[config.mk]
export PLATFORM = sky130hd
export DESIGN_NAME = panel_cmd_top
export DESIGN_NICKNAME = d
export VERILOG_FILES = /design/src/rtl/panel_pkg.sv /design/src/rtl/cmd_decoder.sv /design/src/rtl/cmd_fillpanel.sv /design/src/rtl/cmd_setpixel.sv /design/src/rtl/fill_area.sv /design/src/rtl/frame_buffer.sv /design/src/rtl/panel_cmd_top.sv
export VERILOG_INCLUDE_DIRS = /design/src /design/src/rtl
export SDC_FILE = /design/constraint.sdc
export NUM_CORES = 2
export LEC_CHECK = 0
export BUFFER_PORTS_ARGS = -buffer_cell sky130_fd_sc_hd__buf_2
export CAP_MARGIN = 0
export CORE_MARGIN = 5
export CORE_UTILIZATION = 40
export CTS_BUF_LIST = sky130_fd_sc_hd__clkbuf_4
export CTS_CLUSTER_DIAMETER = 40
export DETAILED_ROUTE_END_ITERATION = 12
export MAX_ROUTING_LAYER = met4
export SLEW_MARGIN = 20
export SYNTH_ARGS = -nofsm -noshare
export SYNTH_HDL_FRONTEND = slang
export SYNTH_SLANG_ARGS = --single-unit
[constraint.sdc]
create_clock -name clk -period 6 [get_ports clk]
set_input_delay 0.9 -clock clk [delete_from_list [all_inputs] [get_ports clk]]
set_output_delay 0.9 -clock clk [all_outputs]
set_load 0.01 [all_outputs]
[src/rtl/panel_cfg.svh]
// ==========================================================
// Panel configuration
// Panel geometry and colour depth for the command path
// ==========================================================
`ifndef PANEL_CFG_SVH
`define PANEL_CFG_SVH

// Number of columns
`define PANEL_WIDTH 16

// Number of rows
`define PANEL_HEIGHT 8

// Colour bytes per pixel, sent most significant first
`define BYTES_PER_PIXEL 2

`endif

[src/rtl/panel_pkg.sv]
// ==========================================================
// Panel command types
// Addresses, colours, opcodes and write requests
// ==========================================================
`default_nettype none

`include "panel_cfg.svh"

package panel_pkg;

    // Wide enough to hold the panel size itself, for bounds checks
    localparam int ROW_W = $clog2(`PANEL_HEIGHT + 1);
    localparam int COL_W = $clog2(`PANEL_WIDTH + 1);
    localparam int COLOR_W = `BYTES_PER_PIXEL * 8;

    typedef logic [ROW_W-1:0] row_addr_t;
    typedef logic [COL_W-1:0] col_addr_t;
    typedef logic [COLOR_W-1:0] color_t;

    typedef enum logic [7:0] {
        OP_FILL_PANEL = 8'h01,
        OP_SET_PIXEL  = 8'h02
    } cmd_op_t;

    // One frame-buffer write request
    typedef struct packed {
        logic      valid;
        row_addr_t row;
        col_addr_t col;
        color_t    color;
    } fb_write_t;

    // One payload byte toward a command block
    typedef struct packed {
        logic       valid;
        logic [7:0] data;
    } cmd_port_t;

endpackage

`default_nettype wire

[src/rtl/cmd_decoder.sv]
// ==========================================================
// Command decoder
// Takes opcodes and routes payload bytes to a command block
// ==========================================================
`default_nettype none

`include "panel_cfg.svh"

module cmd_decoder (
    input  wire                  clk,
    input  wire                  reset,
    input  wire logic [7:0]      in_data,
    input  wire                  in_valid,
    input  wire                  fill_done,
    input  wire                  pixel_done,
    output logic                 in_ready,
    output panel_pkg::cmd_port_t fill_port,
    output panel_pkg::cmd_port_t pixel_port,
    output logic                 busy
);
    import panel_pkg::*;

    typedef enum logic [1:0] {
        IDLE,
        PAYLOAD,
        WAIT
    } dec_state_t;

    // Longest payload is row, column and colour
    localparam int CNT_W = $clog2(`BYTES_PER_PIXEL + 3);

    dec_state_t       state;
    cmd_op_t          opcode;
    logic [CNT_W-1:0] byte_cnt;
    logic [CNT_W-1:0] last_cnt;
    logic             accept;
    logic             sel_done;
    logic             in_payload;

    assign in_ready   = (state != WAIT);
    assign busy       = (state == WAIT);
    assign accept     = in_valid && in_ready;
    assign in_payload = accept && (state == PAYLOAD);

    assign last_cnt = (opcode == OP_FILL_PANEL) ? CNT_W'(`BYTES_PER_PIXEL - 1)
                                                : CNT_W'(`BYTES_PER_PIXEL + 1);
    assign sel_done = (opcode == OP_FILL_PANEL) ? fill_done : pixel_done;

    // Payload goes out in the cycle it is accepted
    always_comb begin
        fill_port.valid  = in_payload && (opcode == OP_FILL_PANEL);
        fill_port.data   = in_data;
        pixel_port.valid = in_payload && (opcode == OP_SET_PIXEL);
        pixel_port.data  = in_data;
    end

    always_ff @(posedge clk) begin
        if (reset) begin
            state    <= IDLE;
            opcode   <= OP_FILL_PANEL;
            byte_cnt <= '0;
        end else begin
            case (state)
                IDLE: begin
                    // Unknown opcodes are simply dropped
                    if (accept && (in_data == 8'(OP_FILL_PANEL) ||
                                   in_data == 8'(OP_SET_PIXEL))) begin
                        opcode   <= cmd_op_t'(in_data);
                        byte_cnt <= '0;
                        state    <= PAYLOAD;
                    end
                end
                PAYLOAD: begin
                    if (accept) begin
                        if (byte_cnt == last_cnt) begin
                            state <= WAIT;
                        end else begin
                            byte_cnt <= byte_cnt + 1'b1;
                        end
                    end
                end
                WAIT: begin
                    if (sel_done) begin
                        state <= IDLE;
                    end
                end
                default: state <= IDLE;
            endcase
        end
    end

    // A command block only finishes after it was handed a command
    a_no_done_in_idle: assert property (@(posedge clk) disable iff (reset)
        (fill_done || pixel_done) |-> (state != IDLE))
        else $error("command done pulse while decoder idle");

endmodule

`default_nettype wire

[src/rtl/cmd_fillpanel.sv]
// ==========================================================
// Fill panel command
// Captures a colour and fills the whole panel with it
// ==========================================================
`default_nettype none

`include "panel_cfg.svh"

module cmd_fillpanel (
    input  wire                  clk,
    input  wire                  reset,
    input  wire panel_pkg::cmd_port_t port,
    output panel_pkg::fb_write_t fb_wr,
    output logic                 done
);
    import panel_pkg::*;

    typedef enum logic [1:0] {
        CAPTURE,
        START,
        RUNNING,
        DONE
    } fill_state_t;

    localparam int CNT_W = $clog2(`BYTES_PER_PIXEL + 1);

    fill_state_t      state;
    logic [CNT_W-1:0] byte_cnt;
    color_t           color;
    logic             area_done;

    always_ff @(posedge clk) begin
        if (reset) begin
            state    <= CAPTURE;
            byte_cnt <= '0;
            color    <= '0;
        end else begin
            case (state)
                CAPTURE: begin
                    if (port.valid) begin
                        // MSB first, so shift in from the bottom
                        color <= color_t'({color, port.data});
                        if (byte_cnt == CNT_W'(`BYTES_PER_PIXEL - 1)) begin
                            state <= START;
                        end else begin
                            byte_cnt <= byte_cnt + 1'b1;
                        end
                    end
                end
                START: state <= RUNNING;
                RUNNING: begin
                    if (area_done) begin
                        color <= '0;
                        state <= DONE;
                    end
                end
                DONE: begin
                    byte_cnt <= '0;
                    state    <= CAPTURE;
                end
                default: state <= CAPTURE;
            endcase
        end
    end

    assign done = (state == RUNNING) && area_done;

    fill_area u_fill_area (
        .clk    (clk),
        .reset  (reset),
        .start  (state == START),
        .x0     (col_addr_t'(0)),
        .y0     (row_addr_t'(0)),
        .width  (col_addr_t'(`PANEL_WIDTH)),
        .height (row_addr_t'(`PANEL_HEIGHT)),
        .color  (color),
        .fb_wr  (fb_wr),
        .done   (area_done)
    );

endmodule

`default_nettype wire

[src/rtl/cmd_setpixel.sv]
// ==========================================================
// Set pixel command
// Captures coordinates and colour, writes one pixel
// ==========================================================
`default_nettype none

`include "panel_cfg.svh"

module cmd_setpixel (
    input  wire                  clk,
    input  wire                  reset,
    input  wire panel_pkg::cmd_port_t port,
    output panel_pkg::fb_write_t fb_wr,
    output logic                 done
);
    import panel_pkg::*;

    typedef enum logic [2:0] {
        ROW,
        COL,
        COLOR,
        WRITE,
        DONE
    } pix_state_t;

    localparam int CNT_W = $clog2(`BYTES_PER_PIXEL + 1);

    pix_state_t       state;
    logic [CNT_W-1:0] byte_cnt;
    logic [7:0]       row_byte;
    logic [7:0]       col_byte;
    color_t           color;
    logic             in_range;

    always_ff @(posedge clk) begin
        if (reset) begin
            state    <= ROW;
            byte_cnt <= '0;
        end else begin
            case (state)
                ROW: if (port.valid) state <= COL;
                COL: begin
                    if (port.valid) begin
                        byte_cnt <= '0;
                        state    <= COLOR;
                    end
                end
                COLOR: begin
                    if (port.valid) begin
                        if (byte_cnt == CNT_W'(`BYTES_PER_PIXEL - 1)) begin
                            state <= WRITE;
                        end else begin
                            byte_cnt <= byte_cnt + 1'b1;
                        end
                    end
                end
                WRITE: state <= DONE;
                DONE: state <= ROW;
                default: state <= ROW;
            endcase
        end
    end

    // Payload capture
    always_ff @(posedge clk) begin
        if (port.valid) begin
            if (state == ROW) row_byte <= port.data;
            if (state == COL) col_byte <= port.data;
            if (state == COLOR) color <= color_t'({color, port.data});
        end
    end

    // Off-panel coordinates are dropped silently
    assign in_range = (row_byte < `PANEL_HEIGHT) && (col_byte < `PANEL_WIDTH);

    always_comb begin
        fb_wr.valid = (state == WRITE) && in_range;
        fb_wr.row   = row_addr_t'(row_byte);
        fb_wr.col   = col_addr_t'(col_byte);
        fb_wr.color = color;
    end

    assign done = (state == DONE);

endmodule

`default_nettype wire

[src/rtl/fill_area.sv]
// ==========================================================
// Rectangle fill engine
// Sweeps an area row by row, one pixel write per cycle
// ==========================================================
`default_nettype none

module fill_area (
    input  wire                   clk,
    input  wire                   reset,
    input  wire                   start,
    input  wire panel_pkg::col_addr_t x0,
    input  wire panel_pkg::row_addr_t y0,
    input  wire panel_pkg::col_addr_t width,
    input  wire panel_pkg::row_addr_t height,
    input  wire panel_pkg::color_t    color,
    output panel_pkg::fb_write_t  fb_wr,
    output logic                  done
);
    import panel_pkg::*;

    logic      running;
    row_addr_t row_cnt;
    col_addr_t col_cnt;
    logic      last_col;
    logic      last_row;

    assign last_col = (col_cnt == col_addr_t'(width - 1'b1));
    assign last_row = (row_cnt == row_addr_t'(height - 1'b1));

    always_ff @(posedge clk) begin
        if (reset) begin
            running <= 1'b0;
            done    <= 1'b0;
            row_cnt <= '0;
            col_cnt <= '0;
        end else begin
            done <= 1'b0;
            if (start) begin
                running <= 1'b1;
                row_cnt <= '0;
                col_cnt <= '0;
            end else if (running) begin
                if (last_col) begin
                    col_cnt <= '0;
                    if (last_row) begin
                        running <= 1'b0;
                        done    <= 1'b1;
                    end else begin
                        row_cnt <= row_cnt + 1'b1;
                    end
                end else begin
                    col_cnt <= col_cnt + 1'b1;
                end
            end
        end
    end

    always_comb begin
        fb_wr.valid = running;
        fb_wr.row   = row_addr_t'(y0 + row_cnt);
        fb_wr.col   = col_addr_t'(x0 + col_cnt);
        fb_wr.color = color;
    end

    // A new sweep must wait for the current one to finish
    a_no_restart: assert property (@(posedge clk) disable iff (reset)
        start |-> !running)
        else $error("fill engine started while sweeping");

endmodule

`default_nettype wire

[src/rtl/frame_buffer.sv]
// ==========================================================
// Frame buffer
// Pixel RAM with two merged write streams and one read port
// ==========================================================
`default_nettype none

`include "panel_cfg.svh"

module frame_buffer (
    input  wire                   clk,
    input  wire panel_pkg::fb_write_t fill_wr,
    input  wire panel_pkg::fb_write_t pixel_wr,
    input  wire panel_pkg::row_addr_t rd_row,
    input  wire panel_pkg::col_addr_t rd_col,
    output panel_pkg::color_t     rd_color
);
    import panel_pkg::*;

    localparam int DEPTH  = `PANEL_HEIGHT * `PANEL_WIDTH;
    localparam int ADDR_W = $clog2(DEPTH);

    color_t          mem [DEPTH];
    fb_write_t       wr;
    logic [ADDR_W-1:0] wr_addr;
    logic [ADDR_W-1:0] rd_addr;

    // Row-major pixel index
    function automatic logic [ADDR_W-1:0] pix_addr(input row_addr_t row,
                                                   input col_addr_t col);
        return ADDR_W'(int'(row) * `PANEL_WIDTH + int'(col));
    endfunction

    // Only one command draws at a time
    assign wr      = fill_wr.valid ? fill_wr : pixel_wr;
    assign wr_addr = pix_addr(wr.row, wr.col);
    assign rd_addr = pix_addr(rd_row, rd_col);

    always_ff @(posedge clk) begin
        if (wr.valid) begin
            mem[wr_addr] <= wr.color;
        end
        rd_color <= mem[rd_addr];
    end

    // Both command blocks writing together would lose a pixel
    a_single_writer: assert property (@(posedge clk)
        !(fill_wr.valid && pixel_wr.valid))
        else $error("fill and set-pixel writes in the same cycle");

endmodule

`default_nettype wire

[src/rtl/panel_cmd_top.sv]
// ==========================================================
// Panel command path top level
// ==========================================================
`default_nettype none

module panel_cmd_top (
    input  wire                   clk,
    input  wire                   reset,
    input  wire logic [7:0]       in_data,
    input  wire                   in_valid,
    input  wire panel_pkg::row_addr_t rd_row,
    input  wire panel_pkg::col_addr_t rd_col,
    output logic                  in_ready,
    output logic                  busy,
    output logic                  cmd_done,
    output panel_pkg::color_t     rd_color
);
    import panel_pkg::*;

    cmd_port_t fill_port;
    cmd_port_t pixel_port;
    fb_write_t fill_wr;
    fb_write_t pixel_wr;
    logic      fill_done;
    logic      pixel_done;

    assign cmd_done = fill_done | pixel_done;

    cmd_decoder u_decoder (
        .clk        (clk),
        .reset      (reset),
        .in_data    (in_data),
        .in_valid   (in_valid),
        .fill_done  (fill_done),
        .pixel_done (pixel_done),
        .in_ready   (in_ready),
        .fill_port  (fill_port),
        .pixel_port (pixel_port),
        .busy       (busy)
    );

    cmd_fillpanel u_fillpanel (
        .clk   (clk),
        .reset (reset),
        .port  (fill_port),
        .fb_wr (fill_wr),
        .done  (fill_done)
    );

    cmd_setpixel u_setpixel (
        .clk   (clk),
        .reset (reset),
        .port  (pixel_port),
        .fb_wr (pixel_wr),
        .done  (pixel_done)
    );

    frame_buffer u_frame_buffer (
        .clk      (clk),
        .fill_wr  (fill_wr),
        .pixel_wr (pixel_wr),
        .rd_row   (rd_row),
        .rd_col   (rd_col),
        .rd_color (rd_color)
    );

endmodule

`default_nettype wire

# After elaboration in Yosys (flattened, before gate mapping)
# Memory sizes are Yosys's and may differ from the RTL's. A register that Yosys moved wholly into a read port is not among the register bits.
# Cells that the tools add are included.
# Widths: inputs -> output; s select.
# classes
n_addsub,7
n_lt_le_gt_ge,2
n_eq_ne,33
muxes,39
bitwise,4
reduce_logical,30
# ops
cell,n
$mux 16,2
$pmux 16 s2,1
$mux 2,13
$mux 26,1
$mux 3,7
$ne 2x2->1 const B,10
$eq 8x1->1 const B,2
$eq 8x2->1 const B,2
$reduce_and 4->1,4
$add 7x5->7,2
$pmux 3 s4,1
$reduce_and 3->1,4
$ne 2x1->1 const B,5
$eq 2x1->1 const B,4
$logic_and 1x1->1,8
$lt 8x4->1 const B,1
$lt 8x5->1 const B,1
$mux 1,8
$pmux 2 s2,2
$pmux 2 s4,1
$reduce_and 2->1,4
$reduce_bool 2->1,4
$eq 2x2->1 const B,3
$eq 3x2->1 const B,2
19 further kinds,23
# totals
register_bits,81
ramBits,2048
n_memories,1
# memory_table
name,depth,width,rd,rd_ports_with_merged_regs,write_ports,line_no,rtl
u_frame_buffer.mem,128,16,1,1,1,frame_buffer.sv:22,color_t mem [DEPTH];

# Logic depth before layout (Yosys ltp)
# depth
word_depth,6
ltp_mapped,8
depth_no_buf,7

# Modules after synthesis
# From an unflattened synthesis, not the netlist that was laid out.
# unflattened
cells_unflattened,3583
hier_area_um2,83099.7
# modules_own_cells
mod,instances,cells_each,area_each_um2,seq_area_each_um2
frame_buffer,1,3175,78952.0,61819.3
cmd_setpixel,1,80,1341.3,1061.0
fill_area,1,135,1106.1,220.2
cmd_fillpanel,1,109,938.4,400.4
cmd_decoder,1,83,755.7,260.2
panel_cmd_top,1,1,6.3,0.0

# Least setup slack after synthesis
# No wires, ideal clock.
# synth_path
path_type,register -> register
start,register u_fillpanel.u_fill_area.running
end,"memory u_frame_buffer.mem[80][0] (netlist name), enable pin"
setup_time_ps,388
t_arrival_ps,2693
required_time_ps,5612
slack_ps,2918
path_stages_with_launch,9
path_buffers,1
synth_period_minus_slack_ps,3082
path_cell_list,dfxtp_1 clkbuf_1 mux2_2 ha_1 ha_1 xor2_1 nor2_1 nand2_1 nor2_1
# synth_via
elab_chain_cells,3
word_cells_on_any_way,4
cone_classes,1 x add/sub; 3 x mux
# synth_lines
element,line_no,rtl
"start, declared",fill_area.sv:21,logic running;
"start signal, assigned",fill_area.sv:32,running <= 1'b0;
"start signal, assigned",fill_area.sv:39,running <= 1'b1;
"start signal, assigned",fill_area.sv:46,running <= 1'b0;
$mux 26 (*),frame_buffer.sv:34,assign wr = fill_wr.valid ? fill_wr : pixel_wr;
branches (longest 2 deep; another with $add 7x5->7),n/a,
"end, declared",frame_buffer.sv:22,
# Every way passes the cells marked *.

# Final worst setup path
# layout_path
start,register u_fillpanel.u_fill_area.running
end,"memory u_frame_buffer.mem[3][6] (netlist name), enable pin"
# Same word-level chain as after synthesis.

==> flow_summary.json <==
{
  "cts_tree": "built",
  "io_pins": 39,
  "grt_pass1_wl_um": 277000,
  "ys_warn_count": 0,
  "portBuffers": 37,
  "leakagePower_nw": 29.9,
  "die_h_um": 463,
  "wl_per_cell_um": 26.5,
  "ant_nets": 0,
  "min_path_type": "in -> reg",
  "syn2layout_area_growth_pct": 14.1,
  "start_util_pct": 40.2,
  "ir_worst_vdd_uv": 206,
  "yosysSeqAreaShare_pct": 77.6,
  "rsz0062_at_grt": "no",
  "nNetsFinal": 4138,
  "holdCritStartpoint": "rd_col[3]",
  "post_cts_buffers": 0,
  "grt_start_max_net_pins": 113,
  "design_area_sq_um": 93800,
  "hold_viol": 0,
  "min_period_ns": 4.45,
  "holdPathEnd": "u_frame_buffer.rd_color[4]",
  "rr_worst_depth": 6,
  "cts.repair.resized": 0,
  "clk_latency_ns": 1.34,
  "end_kind": "register",
  "drive_gt1_share_pct": 41.5,
  "synthTopCellsByArea": "edfxtp_1 (76%), mux4_2 (18%), dfxtp_1 (1.6%), mux2_2 (0.73%), nor2_1 (0.69%)",
  "dpl_cell_area_sq_um": 87000,
  "fmax_ghz": 0.225,
  "cp.arrival_ns": 5.46,
  "gp_congestion": 0.788,
  "min_path_cells": 3,
  "ctsHtreeMaxLevel": 6,
  "cts_root_buf": "clkbuf_4",
  "synthMostInstantiatedCell": "edfxtp_1",
  "final-setup-viol-count": 0,
  "timing.rr.start": "u_fillpanel.u_fill_area.running",
  "path_max_fanout": 41,
  "synth_cell_types": 47,
  "finalNonFillerCells": 7151,
  "numCtsBuffers": 563,
  "vias_per_cell": 5.42,
  "grt_util_all_layers_pct": 18.1,
  "antenna_found_initial": 5,
  "ys_ff_latch": 2145,
  "slew_violations": 0,
  "drt_wl_total_um": 189000,
  "synth_common_cells": "edfxtp_1 (2080), mux4_2 (640), nor2_1 (151)",
  "design.core.area_sq_um": 205000,
  "post-place-cells": 6217,
  "grt_pass1_vias": 41170,
  "cts_buffer_depth": 4,
  "rrSetupSlack_ns": 1.55,
  "cts_sinks": 2145,
  "required_ns": 7.01,
  "synth_edf_count": 2080,
  "die-area_sq_um": 215000,
  "clock_skew_ns": 0.0829,
  "slew_headroom_pct": 28.9,
  "period_share_pct": 74.2,
  "postSynthAreaPerCell_sq_um": 23.7,
  "synthesis.nets": 3502,
  "critPathLaunchType": "register",
  "synth_top_cell_by_area": "edfxtp_1",
  "synthesis.area_sq_um": 82200,
  "cts_hold_buf": 10,
  "status": "completed",
  "hpwl_um": 104000,
  "setup_tns_ns": 0,
  "yosys_most_used_dff": "edfxtp_1",
  "synthArstFlopShare_pct": 0,
  "overflow": 0,
  "dr.pass1.iters": 5,
  "vias": 38743,
  "r2r-end": "u_frame_buffer.mem[3][6]",
  "critical_path_class": "reg -> reg",
  "tightestPinTransition_ns": 1.07,
  "initialDrtViolationCount": 3258,
  "maxCapViolCount": 0,
  "finish.utilization_pct": 45.8,
  "rows": 166,
  "netlist.area_leader.share_pct": 76.0,
  "syn_inst": 3468,
  "die_w_um": 463,
  "drcViolationCount": 0,
  "clk_pin_slew_ns": 0.06,
  "powerDensity_nw_per_um2": 339
}
where the power goes:
part           total [mW]  switching, mW  internal (mW)
Combinational        2.48           1.71          0.771
Clock                12.1           5.63           6.47
Sequential           17.2         0.0981           17.1
Total                31.8           7.44           24.4
metal layers:
metal	share of wire (%)	global-route usage [%]
met1	41	23.6
met2	50	28.7
met3	6.3	3.92
met4	2.6	6.13
met5	0	-
worst max-delay path by stage:
stage	from	endpoint	slack, ns
floorplan	u_fillpanel.u_fill_area.running	u_frame_buffer.mem[80][0]	2.92
global placement	u_fillpanel.u_fill_area.running	u_frame_buffer.mem[3][6]	1.61
detailed placement	u_fillpanel.u_fill_area.running	u_frame_buffer.mem[3][6]	1.62
CTS	u_fillpanel.u_fill_area.running	u_frame_buffer.mem[3][6]	1.59
global route	u_fillpanel.u_fill_area.running	u_frame_buffer.mem[3][6]	1.34
finish	u_fillpanel.u_fill_area.running	u_frame_buffer.mem[3][6]	1.55
critical path, cell delays in order, from the launching register on:
cell     delay, ns
dfxtp_2       0.99
mux2_2        0.43
ha_1          0.33
nor2b_1       0.80
nand2_1       0.41
nor2_1        0.83
buf_4         0.36
metrics by stage:
| step | total power [mW] | worst slack, ns | hold WS (ns) |
|---|---|---|---|
| floorplan | 18.9 | 2.92 | 0.422 |
| global placement | 20.0 | 1.61 | 0.432 |
| detailed placement | 20.0 | 1.62 | 0.436 |
| CTS | 32.2 | 1.59 | 0.0877 |
| global route | 33.2 | 1.34 | 0.165 |
| finish | 31.8 | 1.55 | 0.258 |
cells by family (layout without fill, tap and decap cells):
kind of cell	count (synthesis)	after routing	share of synthesized area (%)
adder cells (fa/ha/maj)	14	14	0.213
flip-flops	2145	2145	77.6
other	0	7	0
AO/OA/AOI/OAI	87	87	0.690
buffers and inverters	190	1178	1.04
AND/OR/NAND/NOR	295	295	1.69
XOR/XNOR	8	8	0.0853
multiplexers	729	729	18.7
final cells by class:
class                      count  area (sq um)
fill                       17025        111000
sequential                  2145         63800
multi-input combinational   1133         17800
clock buffer                 799          6000
tap                         2688          3360
timing repair buffer         249          2070
clock inverter               118           703
inverter                      12          45.0
antenna                        7          17.5
sequential cells by signal, indices dropped and copies added (netlist names):
name	flops
u_decoder.opcode	8
u_fillpanel.u_fill_area.done	1
u_fillpanel.byte_cnt	2
u_fillpanel.u_fill_area.col_cnt	5
u_setpixel.color	16
u_frame_buffer.rd_color	16
u_decoder.state	2
u_setpixel.row_byte	8
u_fillpanel.color	16
u_decoder.byte_cnt	3
u_frame_buffer.mem	2048
u_setpixel.state	3
u_fillpanel.state	2
u_fillpanel.u_fill_area.running	1
u_setpixel.col_byte	8
u_fillpanel.u_fill_area.row_cnt	4
u_setpixel.byte_cnt	2
layout by cell type, fill, tap and decap left out, types with 8 or more instances in the layout:
| cell type | count |
|---|---|
| dfxtp_1 | 64 |
| buf_4 | 182 |
| mux2_4 | 16 |
| buf_12 | 18 |
| clkinv_1 | 79 |
| a21oi_1 | 31 |
| and2_1 | 10 |
| nand2_1 | 53 |
| ha_1 | 13 |
| inv_1 | 12 |
| mux4_2 | 640 |
| clkbuf_4 | 799 |
| inv_2 | 19 |
| dlygate4sd3_1 | 10 |
| nor2_2 | 73 |
| nor2_1 | 78 |
| mux2_2 | 37 |
| o22ai_1 | 16 |
| a221oi_1 | 17 |
| mux2i_1 | 36 |
| nor2b_1 | 8 |
| edfxtp_1 | 2080 |
| bufinv_16 | 9 |
| nand4b_1 | 17 |
| nand2b_1 | 10 |
| buf_2 | 33 |
No activity file was read; power rests on OpenSTA's default activity.
